===== config.mk =====
export PLATFORM = sky130hd
export DESIGN_NAME = hdc_core
export DESIGN_NICKNAME = d
export VERILOG_FILES = /design/src/hdc_pkg.sv /design/src/hdc_core.sv /design/src/instr_dispatch.sv /design/src/item_memory.sv /design/src/result_collector.sv /design/src/thread_lane.sv
export VERILOG_INCLUDE_DIRS = /design/src
export SDC_FILE = /design/constraint.sdc
export NUM_CORES = 2
export LEC_CHECK = 0
export BUFFER_PORTS_ARGS = -buffer_cell sky130_fd_sc_hd__buf_2
export CELL_PAD_IN_SITES_DETAIL_PLACEMENT = 2
export CELL_PAD_IN_SITES_GLOBAL_PLACEMENT = 2
export CORE_MARGIN = 2
export CORE_UTILIZATION = 45
export DETAILED_ROUTE_END_ITERATION = 10
export GPL_TIMING_DRIVEN = 0
export PLACE_DENSITY_LB_ADDON = 0.1
export SYNTH_ARGS = -nofsm -noshare
export SYNTH_HDL_FRONTEND = slang
export SYNTH_SLANG_ARGS = --single-unit

===== constraint.sdc =====
create_clock -name clk -period 6.35 [get_ports clk]
set_input_delay 1.27 -clock clk [delete_from_list [all_inputs] [get_ports clk]]
set_output_delay 1.27 -clock clk [all_outputs]
set_load 0.01 [all_outputs]

===== src/hdc_config.svh =====
`ifndef HDC_CONFIG_SVH
`define HDC_CONFIG_SVH

// hypervector width, one bus word
`define HDC_VEC_W 32

// item memory geometry
`define HDC_ITEM_DEPTH 64
`define HDC_ITEM_AW 6

// thread lanes
`define HDC_THREADS 4
`define HDC_THREAD_W 2

// wishbone word address, bit 6 picks item memory writes
`define HDC_ADR_W 7
`define HDC_ITEM_SEL 6

// instruction word layout
`define HDC_INSTR_W 16
`define HDC_OP_W 4
`define HDC_OP_HI 15
`define HDC_OP_LO 12
`define HDC_TID_HI 11
`define HDC_TID_LO 10

`endif


===== src/hdc_pkg.sv =====
`default_nettype none

`include "hdc_config.svh"

package hdc_pkg;

    // one binary hypervector
    typedef logic [`HDC_VEC_W-1:0] hv_t;

    // item memory word address
    typedef logic [`HDC_ITEM_AW-1:0] item_addr_t;

    // thread context index
    typedef logic [`HDC_THREAD_W-1:0] thread_id_t;

    // rotate amount, 0 .. width-1
    typedef logic [$clog2(`HDC_VEC_W)-1:0] shift_t;

    // raw 16-bit instruction as written over the bus
    typedef logic [`HDC_INSTR_W-1:0] instr_t;

    // opcodes, codes 8..15 decode to NOP
    typedef enum logic [`HDC_OP_W-1:0] {
        NOP   = 4'd0,
        LOAD  = 4'd1,
        XOR   = 4'd2,
        MOVE  = 4'd3,
        PERM  = 4'd4,
        STORE = 4'd5,
        WB    = 4'd6,
        LAST  = 4'd7
    } hdc_op_e;

    // broadcast to all lanes and the collector, op valid one cycle
    typedef struct packed {
        hdc_op_e                 op;
        logic [`HDC_THREADS-1:0] lane_en;
        item_addr_t              addr;
        shift_t                  shift;
    } issue_t;

    // single item memory write port
    typedef struct packed {
        logic       we;
        item_addr_t addr;
        hv_t        data;
    } item_wr_t;

endpackage

`default_nettype wire


===== src/hdc_core.sv =====
`default_nettype none

`include "hdc_config.svh"

module hdc_core
    import hdc_pkg::*;
(
    input  wire logic                  clk,
    input  wire logic                  reset,

    // wishbone classic slave
    input  wire logic                  wb_cyc,
    input  wire logic                  wb_stb,
    input  wire logic                  wb_we,
    input  wire logic [`HDC_ADR_W-1:0] wb_adr,
    input  wire logic [`HDC_VEC_W-1:0] wb_dat_w,
    output logic                       wb_ack,

    // results
    output hv_t                        result,
    output logic                       store,
    output logic                       last
);

    // item memory ports
    item_wr_t               bus_wr;
    item_wr_t               wb_wr;
    item_addr_t             rd_addr;
    hv_t                    rd_data;

    // broadcast and lane outputs
    issue_t                 issue;
    hv_t [`HDC_THREADS-1:0] lane_r2;

    // bus slave and decode
    instr_dispatch u_dispatch (
        .clk      (clk),
        .reset    (reset),
        .wb_cyc   (wb_cyc),
        .wb_stb   (wb_stb),
        .wb_we    (wb_we),
        .wb_adr   (wb_adr),
        .wb_dat_w (wb_dat_w),
        .wb_ack   (wb_ack),
        .item_wr  (bus_wr),
        .rd_addr  (rd_addr),
        .issue    (issue)
    );

    item_memory u_item_mem (
        .clk     (clk),
        .bus_wr  (bus_wr),
        .wb_wr   (wb_wr),
        .rd_addr (rd_addr),
        .rd_data (rd_data)
    );

    // one context per thread, all see the same broadcast
    for (genvar i = 0; i < `HDC_THREADS; i++) begin : g_lane
        thread_lane u_lane (
            .clk       (clk),
            .reset     (reset),
            .en        (issue.lane_en[i]),
            .issue     (issue),
            .item_data (rd_data),
            .r2        (lane_r2[i])
        );
    end

    // store, last and write-back
    result_collector u_collector (
        .clk     (clk),
        .reset   (reset),
        .issue   (issue),
        .lane_r2 (lane_r2),
        .wb_wr   (wb_wr),
        .result  (result),
        .store   (store),
        .last    (last)
    );

endmodule

`default_nettype wire


===== src/instr_dispatch.sv =====
`default_nettype none

`include "hdc_config.svh"

module instr_dispatch
    import hdc_pkg::*;
(
    input  wire logic                    clk,
    input  wire logic                    reset,

    // wishbone classic slave, write only in effect
    input  wire logic                    wb_cyc,
    input  wire logic                    wb_stb,
    input  wire logic                    wb_we,
    input  wire logic [`HDC_ADR_W-1:0]   wb_adr,
    input  wire logic [`HDC_VEC_W-1:0]   wb_dat_w,
    output logic                         wb_ack,

    // item load from the host
    output item_wr_t                     item_wr,

    // read address for LOAD, memory registers it
    output item_addr_t                   rd_addr,

    // issued instruction, broadcast
    output issue_t                       issue
);

    // transfer handshake
    logic                    req;
    logic                    wr_acc;
    logic                    instr_acc;

    // instruction fields
    instr_t                  instr;
    logic [`HDC_OP_W-1:0]    op_raw;
    thread_id_t              tid;
    hdc_op_e                 op_dec;
    logic [`HDC_THREADS-1:0] lane_dec;

    // issue registers
    hdc_op_e                 op_q;
    logic [`HDC_THREADS-1:0] lane_en_q;
    item_addr_t              addr_q;
    shift_t                  shift_q;

    // new request only while ack is low
    // reads get acked too but change nothing
    assign req       = wb_cyc & wb_stb & ~wb_ack;
    assign wr_acc    = req & wb_we;
    assign instr_acc = wr_acc & ~wb_adr[`HDC_ITEM_SEL];

    // item write goes straight to memory at the accept edge
    assign item_wr = '{
        we:   wr_acc & wb_adr[`HDC_ITEM_SEL],
        addr: wb_adr[`HDC_ITEM_AW-1:0],
        data: wb_dat_w
    };

    // low half of the data word is the instruction
    assign instr  = wb_dat_w[`HDC_INSTR_W-1:0];
    assign op_raw = instr[`HDC_OP_HI:`HDC_OP_LO];
    assign tid    = instr[`HDC_TID_HI:`HDC_TID_LO];

    // top opcode bit set means 8..15, all unused
    assign op_dec = op_raw[`HDC_OP_W-1] ? NOP : hdc_op_e'(op_raw);

    // start the item read in the same cycle
    // only LOAD cares about the data
    assign rd_addr = instr[`HDC_ITEM_AW-1:0];

    // thread field to one-hot lane select
    always_comb begin
        lane_dec      = '0;
        lane_dec[tid] = 1'b1;
    end

    // ack and issue valid for exactly one cycle
    always_ff @(posedge clk) begin
        if (reset) begin
            wb_ack    <= 1'b0;
            op_q      <= NOP;
            lane_en_q <= '0;
        end
        else begin
            wb_ack <= req;
            if (instr_acc) begin
                op_q      <= op_dec;
                lane_en_q <= lane_dec;
            end
            else begin
                op_q      <= NOP;
                lane_en_q <= '0;
            end
        end
    end

    // operand payload, only meaningful alongside op
    always_ff @(posedge clk) begin
        if (instr_acc) begin
            addr_q  <= instr[`HDC_ITEM_AW-1:0];
            shift_q <= instr[$bits(shift_t)-1:0];
        end
    end

    assign issue = '{
        op:      op_q,
        lane_en: lane_en_q,
        addr:    addr_q,
        shift:   shift_q
    };

endmodule

`default_nettype wire


===== src/item_memory.sv =====
`default_nettype none

`include "hdc_config.svh"

module item_memory
    import hdc_pkg::*;
(
    input  wire logic     clk,

    // host write from the bus
    input  item_wr_t      bus_wr,

    // write-back from a lane
    input  item_wr_t      wb_wr,

    // registered read, data one cycle later
    input  item_addr_t    rd_addr,
    output hv_t           rd_data
);

    // item store, contents left uninitialized
    hv_t mem [`HDC_ITEM_DEPTH];

    always_ff @(posedge clk) begin
        // write-back wins over the bus
        // bus spacing keeps both from landing on one edge anyway
        if (wb_wr.we) begin
            mem[wb_wr.addr] <= wb_wr.data;
        end
        else if (bus_wr.we) begin
            mem[bus_wr.addr] <= bus_wr.data;
        end

        // read every cycle, lanes only sample it on LOAD
        rd_data <= mem[rd_addr];
    end

endmodule

`default_nettype wire


===== src/result_collector.sv =====
`default_nettype none

`include "hdc_config.svh"

module result_collector
    import hdc_pkg::*;
(
    input  wire logic                   clk,
    input  wire logic                   reset,

    // broadcast instruction
    input  issue_t                      issue,

    // r2 of every lane
    input  hv_t [`HDC_THREADS-1:0]      lane_r2,

    // write-back into item memory
    output item_wr_t                    wb_wr,

    // store port
    output hv_t                         result,
    output logic                        store,

    // end of program
    output logic                        last
);

    // r2 of the addressed lane
    hv_t sel_r2;

    // lane_en is one-hot or zero, so OR the masked lanes
    always_comb begin
        sel_r2 = '0;
        for (int i = 0; i < `HDC_THREADS; i++) begin
            if (issue.lane_en[i]) begin
                sel_r2 = sel_r2 | lane_r2[i];
            end
        end
    end

    // WB lands at the same edge the lanes update
    // so memory gets the old r2
    assign wb_wr = '{
        we:   issue.op == WB,
        addr: issue.addr,
        data: sel_r2
    };

    // strobes high one cycle, result zero outside store
    always_ff @(posedge clk) begin
        if (reset) begin
            store  <= 1'b0;
            last   <= 1'b0;
            result <= '0;
        end
        else begin
            store  <= issue.op == STORE;
            last   <= issue.op == LAST;
            result <= (issue.op == STORE) ? sel_r2 : '0;
        end
    end

endmodule

`default_nettype wire


===== src/thread_lane.sv =====
`default_nettype none

`include "hdc_config.svh"

module thread_lane
    import hdc_pkg::*;
(
    input  wire logic clk,
    input  wire logic reset,

    // this lane's bit of lane_en
    input  wire logic en,

    // broadcast instruction
    input  issue_t    issue,

    // item memory read data, valid while issue is
    input  hv_t       item_data,

    // context register r2, read by the collector
    output hv_t       r2
);

    // context register r1, bind operand
    hv_t r1;

    // rotate through a doubled copy
    logic [2*`HDC_VEC_W-1:0] dbl;
    hv_t                     rot;

    // upper half of the shifted pair is r2 rotated left
    assign dbl = {r2, r2} << issue.shift;
    assign rot = dbl[2*`HDC_VEC_W-1:`HDC_VEC_W];

    always_ff @(posedge clk) begin
        if (reset) begin
            r1 <= '0;
            r2 <= '0;
        end
        else if (en) begin
            case (issue.op)
                // fetch item
                LOAD: begin
                    r2 <= item_data;
                end
                // bind
                XOR: begin
                    r2 <= r1 ^ r2;
                end
                // keep r2 as the next bind operand
                MOVE: begin
                    r1 <= r2;
                end
                // permute
                PERM: begin
                    r2 <= rot;
                end
                // STORE, WB, LAST read r2 elsewhere
                default: begin
                end
            endcase
        end
    end

endmodule

`default_nettype wire

Yosys cells after proc, flatten, opt, wreduce, memory -nomap -nowiden --
Memories as Yosys holds them, arrays and structs flattened. A register that Yosys moved wholly into a read port is not among the register bits. Cells that the tools add are included.
Storage, ports and cells: register bits 310, bits in latches 0, memory bits (writable) 2048, bits in read-only memories 0, input port bits 44, output and inout port bits 35, word-level logic and storage cells 79, memories 1
Operators by class: add/subtract/negate cells 0, $mul 0, div/mod/pow operators 0, order comparisons 2, eq/ne operators 7, shifts and indexed selects 4, muxes and demuxes 18, bitwise logic cells 16, reductions and logical operators 14
Memories:
- u_item_mem.mem | depth 64, width 32, rd ports 1, clocked after memory_dff 1, write ports 1, RTL line item_memory.sv:22 | hv_t mem [`HDC_ITEM_DEPTH];
Operator list (number):
- $pmux W32 S3 | 4
- $shl A64 B5 Y64 | 4
- $mux W32 | 5
- $xor A32 B32 Y32 | 4
- $or A32 B32 Y32 | 3
- $reduce_or A32 Y1 | 1
- $eq A4 B3 Y1 const B | 4
- $reduce_and A2 Y1 | 8
- $eq A4 B2 Y1 const B | 2
- $mux W1 | 7
- $mux W6 | 1
- $and A1 B1 Y1 | 5
- $eq A4 B1 Y1 const B | 1
- $not A1 Y1 | 4
- $reduce_or A2 Y1 | 2
- $lt A2 B3 Y1 const B | 1
- $reduce_bool A3 Y1 | 1
- $reduce_or A3 Y1 | 1
- $demux W1 S2 | 1
- $ge A2 B1 Y1 const B | 1
- $logic_and A1 B1 Y1 | 1

Depth between registers and ports, before layout --
word-level depth 9, depth in mapped cells 10

By module --
From an unflattened synthesis, not the netlist that was laid out.
Second synthesis, totals: cell total of the unflattened synthesis 5793, area total of the unflattened synthesis 101830.2 um^2
By module, submodules not included:
- item_memory | times used 1, cells each 3416, area each 79470.0 um^2, seq. area each 62139.6 um^2
- thread_lane | times used 4, cells each 526, area each 4944.7 um^2, seq. area each 1281.2 um^2
- result_collector | times used 1, cells each 193, area each 1732.9 um^2, seq. area each 680.7 um^2
- instr_dispatch | times used 1, cells each 80, area each 848.3 um^2, seq. area each 340.3 um^2

Worst setup path before layout --
No wires, ideal clock.
path type input port to flip-flop, start in wb_cyc, end mem u_item_mem.mem[0][4] (netlist bit) (data pin), library setup time 549 ps, arrival time 4300 ps, required time 5801 ps, slack 1502 ps, cell stages on the path 7, buffers on the path 3, path through and4b_1 -> nand3_1 -> buf_2 -> buf_1 -> clkbuf_1 -> nor2_1 -> a21oi_1
On the way: word-level cells in the longest chain between the ends 9
RTL lines:
- from (decl) | RTL line hdc_core.sv:12 | input wire logic wb_cyc,
- $and A1 B1 Y1 (2 in series) | RTL line instr_dispatch.sv:49 | assign req = wb_cyc & wb_stb & ~wb_ack;
- $and A1 B1 Y1 | RTL line instr_dispatch.sv:50 | assign wr_acc = req & wb_we;
- $and A1 B1 Y1 | RTL line instr_dispatch.sv:55 | we: wr_acc & wb_adr[`HDC_ITEM_SEL],
- $mux W1 | RTL line item_memory.sv:30 | else if (bus_wr.we) begin
- $mux W1 | RTL line item_memory.sv:27 | if (wb_wr.we) begin
- $mux W1 (not written as such) | RTL line item_memory.sv:31 | mem[bus_wr.addr] <= bus_wr.data;
- $reduce_or A32 Y1 (no source line)
- $mux W32 (no source line)
- to (decl) | RTL line item_memory.sv:22
Every way passes these cells.

==> impl_results.md <==
* Outcome: complete, but fails checks
* Failing checks: capacitance limit, slew limit
* Startpoint Class: input port
* Worst hold path depth at 1
* Die Ht at 475 um
* RSZ-0062 raised after global routing: false
* Number of I/O pins at between 70 and 80
* Global placer's final weighted congestion at 1.01
* Die Width at 475 um
* Share of cells above drive strength 1 at 25.1%
* Area share of fa/ha/maj cells after synthesis at 0%
* Routed WL at 474,000 um
* Tmin final at 6.24 ns
* Drt first pass iters at 8
* Slew headroom at -9.68%
* Hold path start: u_dispatch.wb_ack
* Post-DP HPWL at 322,000 um
* Gr usage total at 41.8%
* Mux cell area share after synthesis at 19.0%
* Core area at 222,000 sq um
* First DRT Iteration DRCs at about 10,000
* Post-synthesis compound-gate area fraction at 6.08%
* Hold Vio Cnt, Final at 0
* Hold crit path type: reg2reg
* # resized after CTS at 0
* FF+latch count, synth at between 2,000 and 2,500
* Vias in the first global route at 69,081
* Synth Cell Area at about 100,000 sq um
* R2R Setup Slk at between 1 and 1.5 ns
* CP Class: in2reg
* Nets@finish at roughly 6,400
* Syn Area/Cell at around 17 sq um
* Pleak at just over 40 nW
* Clock skew at around 0.082 ns
* H-tree depth at 4
* Worst setup margin at 0.114 ns
* Initial antenna violation count at 52
* Post-synth EDFFs at 2,054
* CTS Hold Bufs at 0
* Largest family of logic cells by synthesized area: multiplexers
* Ys async rst share at 0%
* Die area at 226,000 sq um
* CP required at 7.02 ns
* Top fanout value on the critical path at 10
* Final number of setup-violating endpoints at 0
* Seq/Total Area, Yosys at 68.3%
* Global route overflow at 0
* Hold Path Sink: u_dispatch.wb_ack
* CTS tree: yes
* CP endpoint kind: flop
* Synthesis Warnings at 0
* Via count at just under 70,000
* CP Data Arrival Time at 6.91 ns
* Worst r2r dst: u_item_mem.mem[33][5]
* Power per Cell Area at between 200 and 300 nW/um^2
* Row Count at 173
* Primary FF master, synth: edfxtp_1
* Sink Count at 2,384
* Pre-CTS WS at -0.611 ns
* Drt drc at 0
* Slew Viols, Final at just over 80
* Setup Fix Bufs, Post-CTS at 0
* Max-cap viol count at 7
* F_max at ~160 MHz
* Worst Tran Pin Value at 1.65 ns
* Vias per inst at 7.08
* Largest net degree at the start of global routing at 42
* Clock buffer depth at 3
* Syn_nets at 5,913
* Clk Latency, worst-skew pair at 0.95 ns
* Mapped Cells at between 5,000 and 6,000
* Root Buffer: clkbuf_16
* P&R area growth vs syn at 16.0%
* Unique masters post-synth at 67
* Fraction of the mapped netlist area in simple logic gates at 4.58%
* Critical R2R Launch: u_dispatch.shift_q[0]
* Num CTS Buffers at 241
* Total power at 33.7 mW
* # port buffers at approximately 80
* Filler Cell Count at roughly 20,000
* Clock Pin Slew Worst Setup and Hold Paths at 0.08 ns
* Worst r2r path cells at 8
* Wire length per cell at 49.6 um
* Period utilisation layout at 98.2%
* Initial Util at 45.1%
* Peak VDD IR at around 0.36 mV
* XOR/XNOR Fraction of Synth Area at 0%
* First-pass GRT wire length at about 630,000 um
* Antenna-violating nets left at 0
sequential cells by signal, indices dropped and copies added, names as in the netlist:
name                  cells
u_collector.result       32
u_dispatch.op_q           3
u_dispatch.lane_en_q      4
u_collector.store         1
u_dispatch.addr_q         2
u_item_mem.rd_data       32
u_dispatch.shift_q        4
g_lane.u_lane.r2        128
g_lane.u_lane.r1        128
u_collector.last          1
u_item_mem.mem         2048
u_dispatch.wb_ack         1
cell type report:
type,instances,area (sq um),area share [%]
diodes,24,60.1,0.0518
repair buffers,225,3350,2.89
plain buffers,416,1860,1.61
flip-flops and latches,2384,68300,58.9
clock buffers,301,6350,5.47
well taps,2975,3720,3.21
inverters,50,188,0.162
clock inverters,157,1640,1.41
multi-input cells,3019,30600,26.3
worst max-delay path by stage:
stage	startpoint	endpoint	slack (ns)	cells past startpoint
after global routing	wb_dat_w[3]	u_item_mem.rd_data[1]	0.53	7
after global placement	wb_dat_w[3]	u_item_mem.mem[22][3]	-4.04	7
final	wb_dat_w[3]	u_item_mem.rd_data[1]	0.11	7
after detailed placement	wb_dat_w[3]	u_item_mem.rd_data[1]	-0.61	7
after floorplan	wb_cyc	u_item_mem.mem[0][4]	1.50	7
after CTS	wb_dat_w[3]	u_item_mem.rd_data[1]	0.58	7
cells by family (layout without fill, tap and decap cells):
group,Yosys count,in the layout
compound gates,976,976
buf+inv,466,1149
flops,2384,2384
mux,1034,1034
other cells,0,24
simple gates,1009,1009
synthesized netlist by cell type, types with 5 or more instances:
library cell | n | area (sq um)
or2_2 | 6 | 37.5
or4b_1 | 11 | 110
o21ai_0 | 101 | 505
o2111ai_1 | 6 | 52.6
a211oi_1 | 8 | 60.1
mux4_1 | 10 | 263
nand3_1 | 86 | 430
o32a_1 | 16 | 160
dfxtp_1 | 330 | 6610
buf_4 | 18 | 135
nor2b_1 | 16 | 100
a22oi_1 | 20 | 150
nor3b_1 | 11 | 82.6
a31oi_1 | 5 | 31.3
buf_1 | 55 | 206
nor3_1 | 33 | 165
o21bai_1 | 6 | 45.0
nor2_1 | 183 | 687
nand2_1 | 528 | 1980
inv_1 | 48 | 180
mux2_2 | 127 | 1430
and2_1 | 20 | 125
nand3b_1 | 73 | 548
o221ai_1 | 71 | 622
a221oi_1 | 49 | 429
a21oi_1 | 454 | 2270
edfxtp_1 | 2054 | 61700
o31a_1 | 6 | 52.6
nand2b_1 | 13 | 81.3
mux2i_1 | 229 | 2290
nand4_1 | 5 | 31.3
a2bb2oi_1 | 10 | 87.6
o22ai_1 | 116 | 726
buf_2 | 118 | 591
buf_6 | 8 | 90.1
o211ai_1 | 46 | 345
mux4_2 | 667 | 15000
clkbuf_1 | 216 | 811
o32ai_1 | 6 | 52.6
a22o_1 | 32 | 280
power by group:
group | leakage, nW | internal (mW) | total, mW | switching [mW]
combinational | 11.9 | 0.437 | 1.64 | 1.20
clock | 3.90 | 8.15 | 15.0 | 6.89
sequential | 24.8 | 16.9 | 17.0 | 0.0971
total | 40.7 | 25.5 | 33.7 | 8.19
stage by stage:
| stage | std cells | util, % | cell area, sq um | hold WS [ns] | setup TNS [ns] |
|---|---|---|---|---|---|
| after floorplan | 5869 | - | 100000 | 0.444 | 0 |
| after global placement | 8922 | 47.0 | 104000 | 0.437 | -6816.81 |
| after detailed placement | 9065 | 48.7 | 108000 | 0.451 | -19.33 |
| after CTS | 9523 | 52.3 | 116000 | 0.466 | 0 |
| after global routing | 9532 | 52.3 | 116000 | 0.487 | 0 |
| final | 9551 | 52.3 | 116000 | 0.469 | 0 |
worst max-delay path: stages:
cell	delay (ns)
buf_2	0.35
clkbuf_1	1.06
clkbuf_1	1.08
clkbuf_1	0.80
clkbuf_1	0.90
a211oi_1	0.35
nor3_1	1.05
layout by cell type (no fill, tap or decap), drive strengths merged, types with 10 or more instances in the layout:
cell type / netlist / final
a21oi: 454 / 454
a221oi: 49 / 49
a22o: 32 / 32
a22oi: 20 / 20
a2bb2oi: 10 / 10
and2: 20 / 20
buf: 200 / 422
bufinv: 0 / 25
clkbuf: 216 / 520
clkinv: 1 / 119
dfxtp: 330 / 330
diode: 0 / 24
edfxtp: 2054 / 2054
inv: 49 / 57
mux2: 128 / 128
mux2i: 229 / 229
mux4: 677 / 677
nand2: 529 / 529
nand2b: 13 / 13
nand3: 86 / 86
nand3b: 73 / 73
nor2: 183 / 183
nor2b: 16 / 16
nor3: 33 / 33
nor3b: 14 / 14
o211ai: 46 / 46
o21ai: 103 / 103
o221ai: 71 / 71
o22ai: 116 / 116
o32a: 16 / 16
or4b: 11 / 11
routing by layer:
| metal | vias to the layer above | routed length (um) | GRT usage [%] |
|---|---|---|---|
| li1 | 24796 | - | - |
| met1 | 36215 | 167000 | 50.6 |
| met4 | 44 | 40300 | 29.1 |
| met5 | - | 293 | 0 |
| met2 | 5018 | 219000 | 65.5 |
| met3 | 1520 | 46900 | 11.2 |
(Power assumes the default switching activity.)
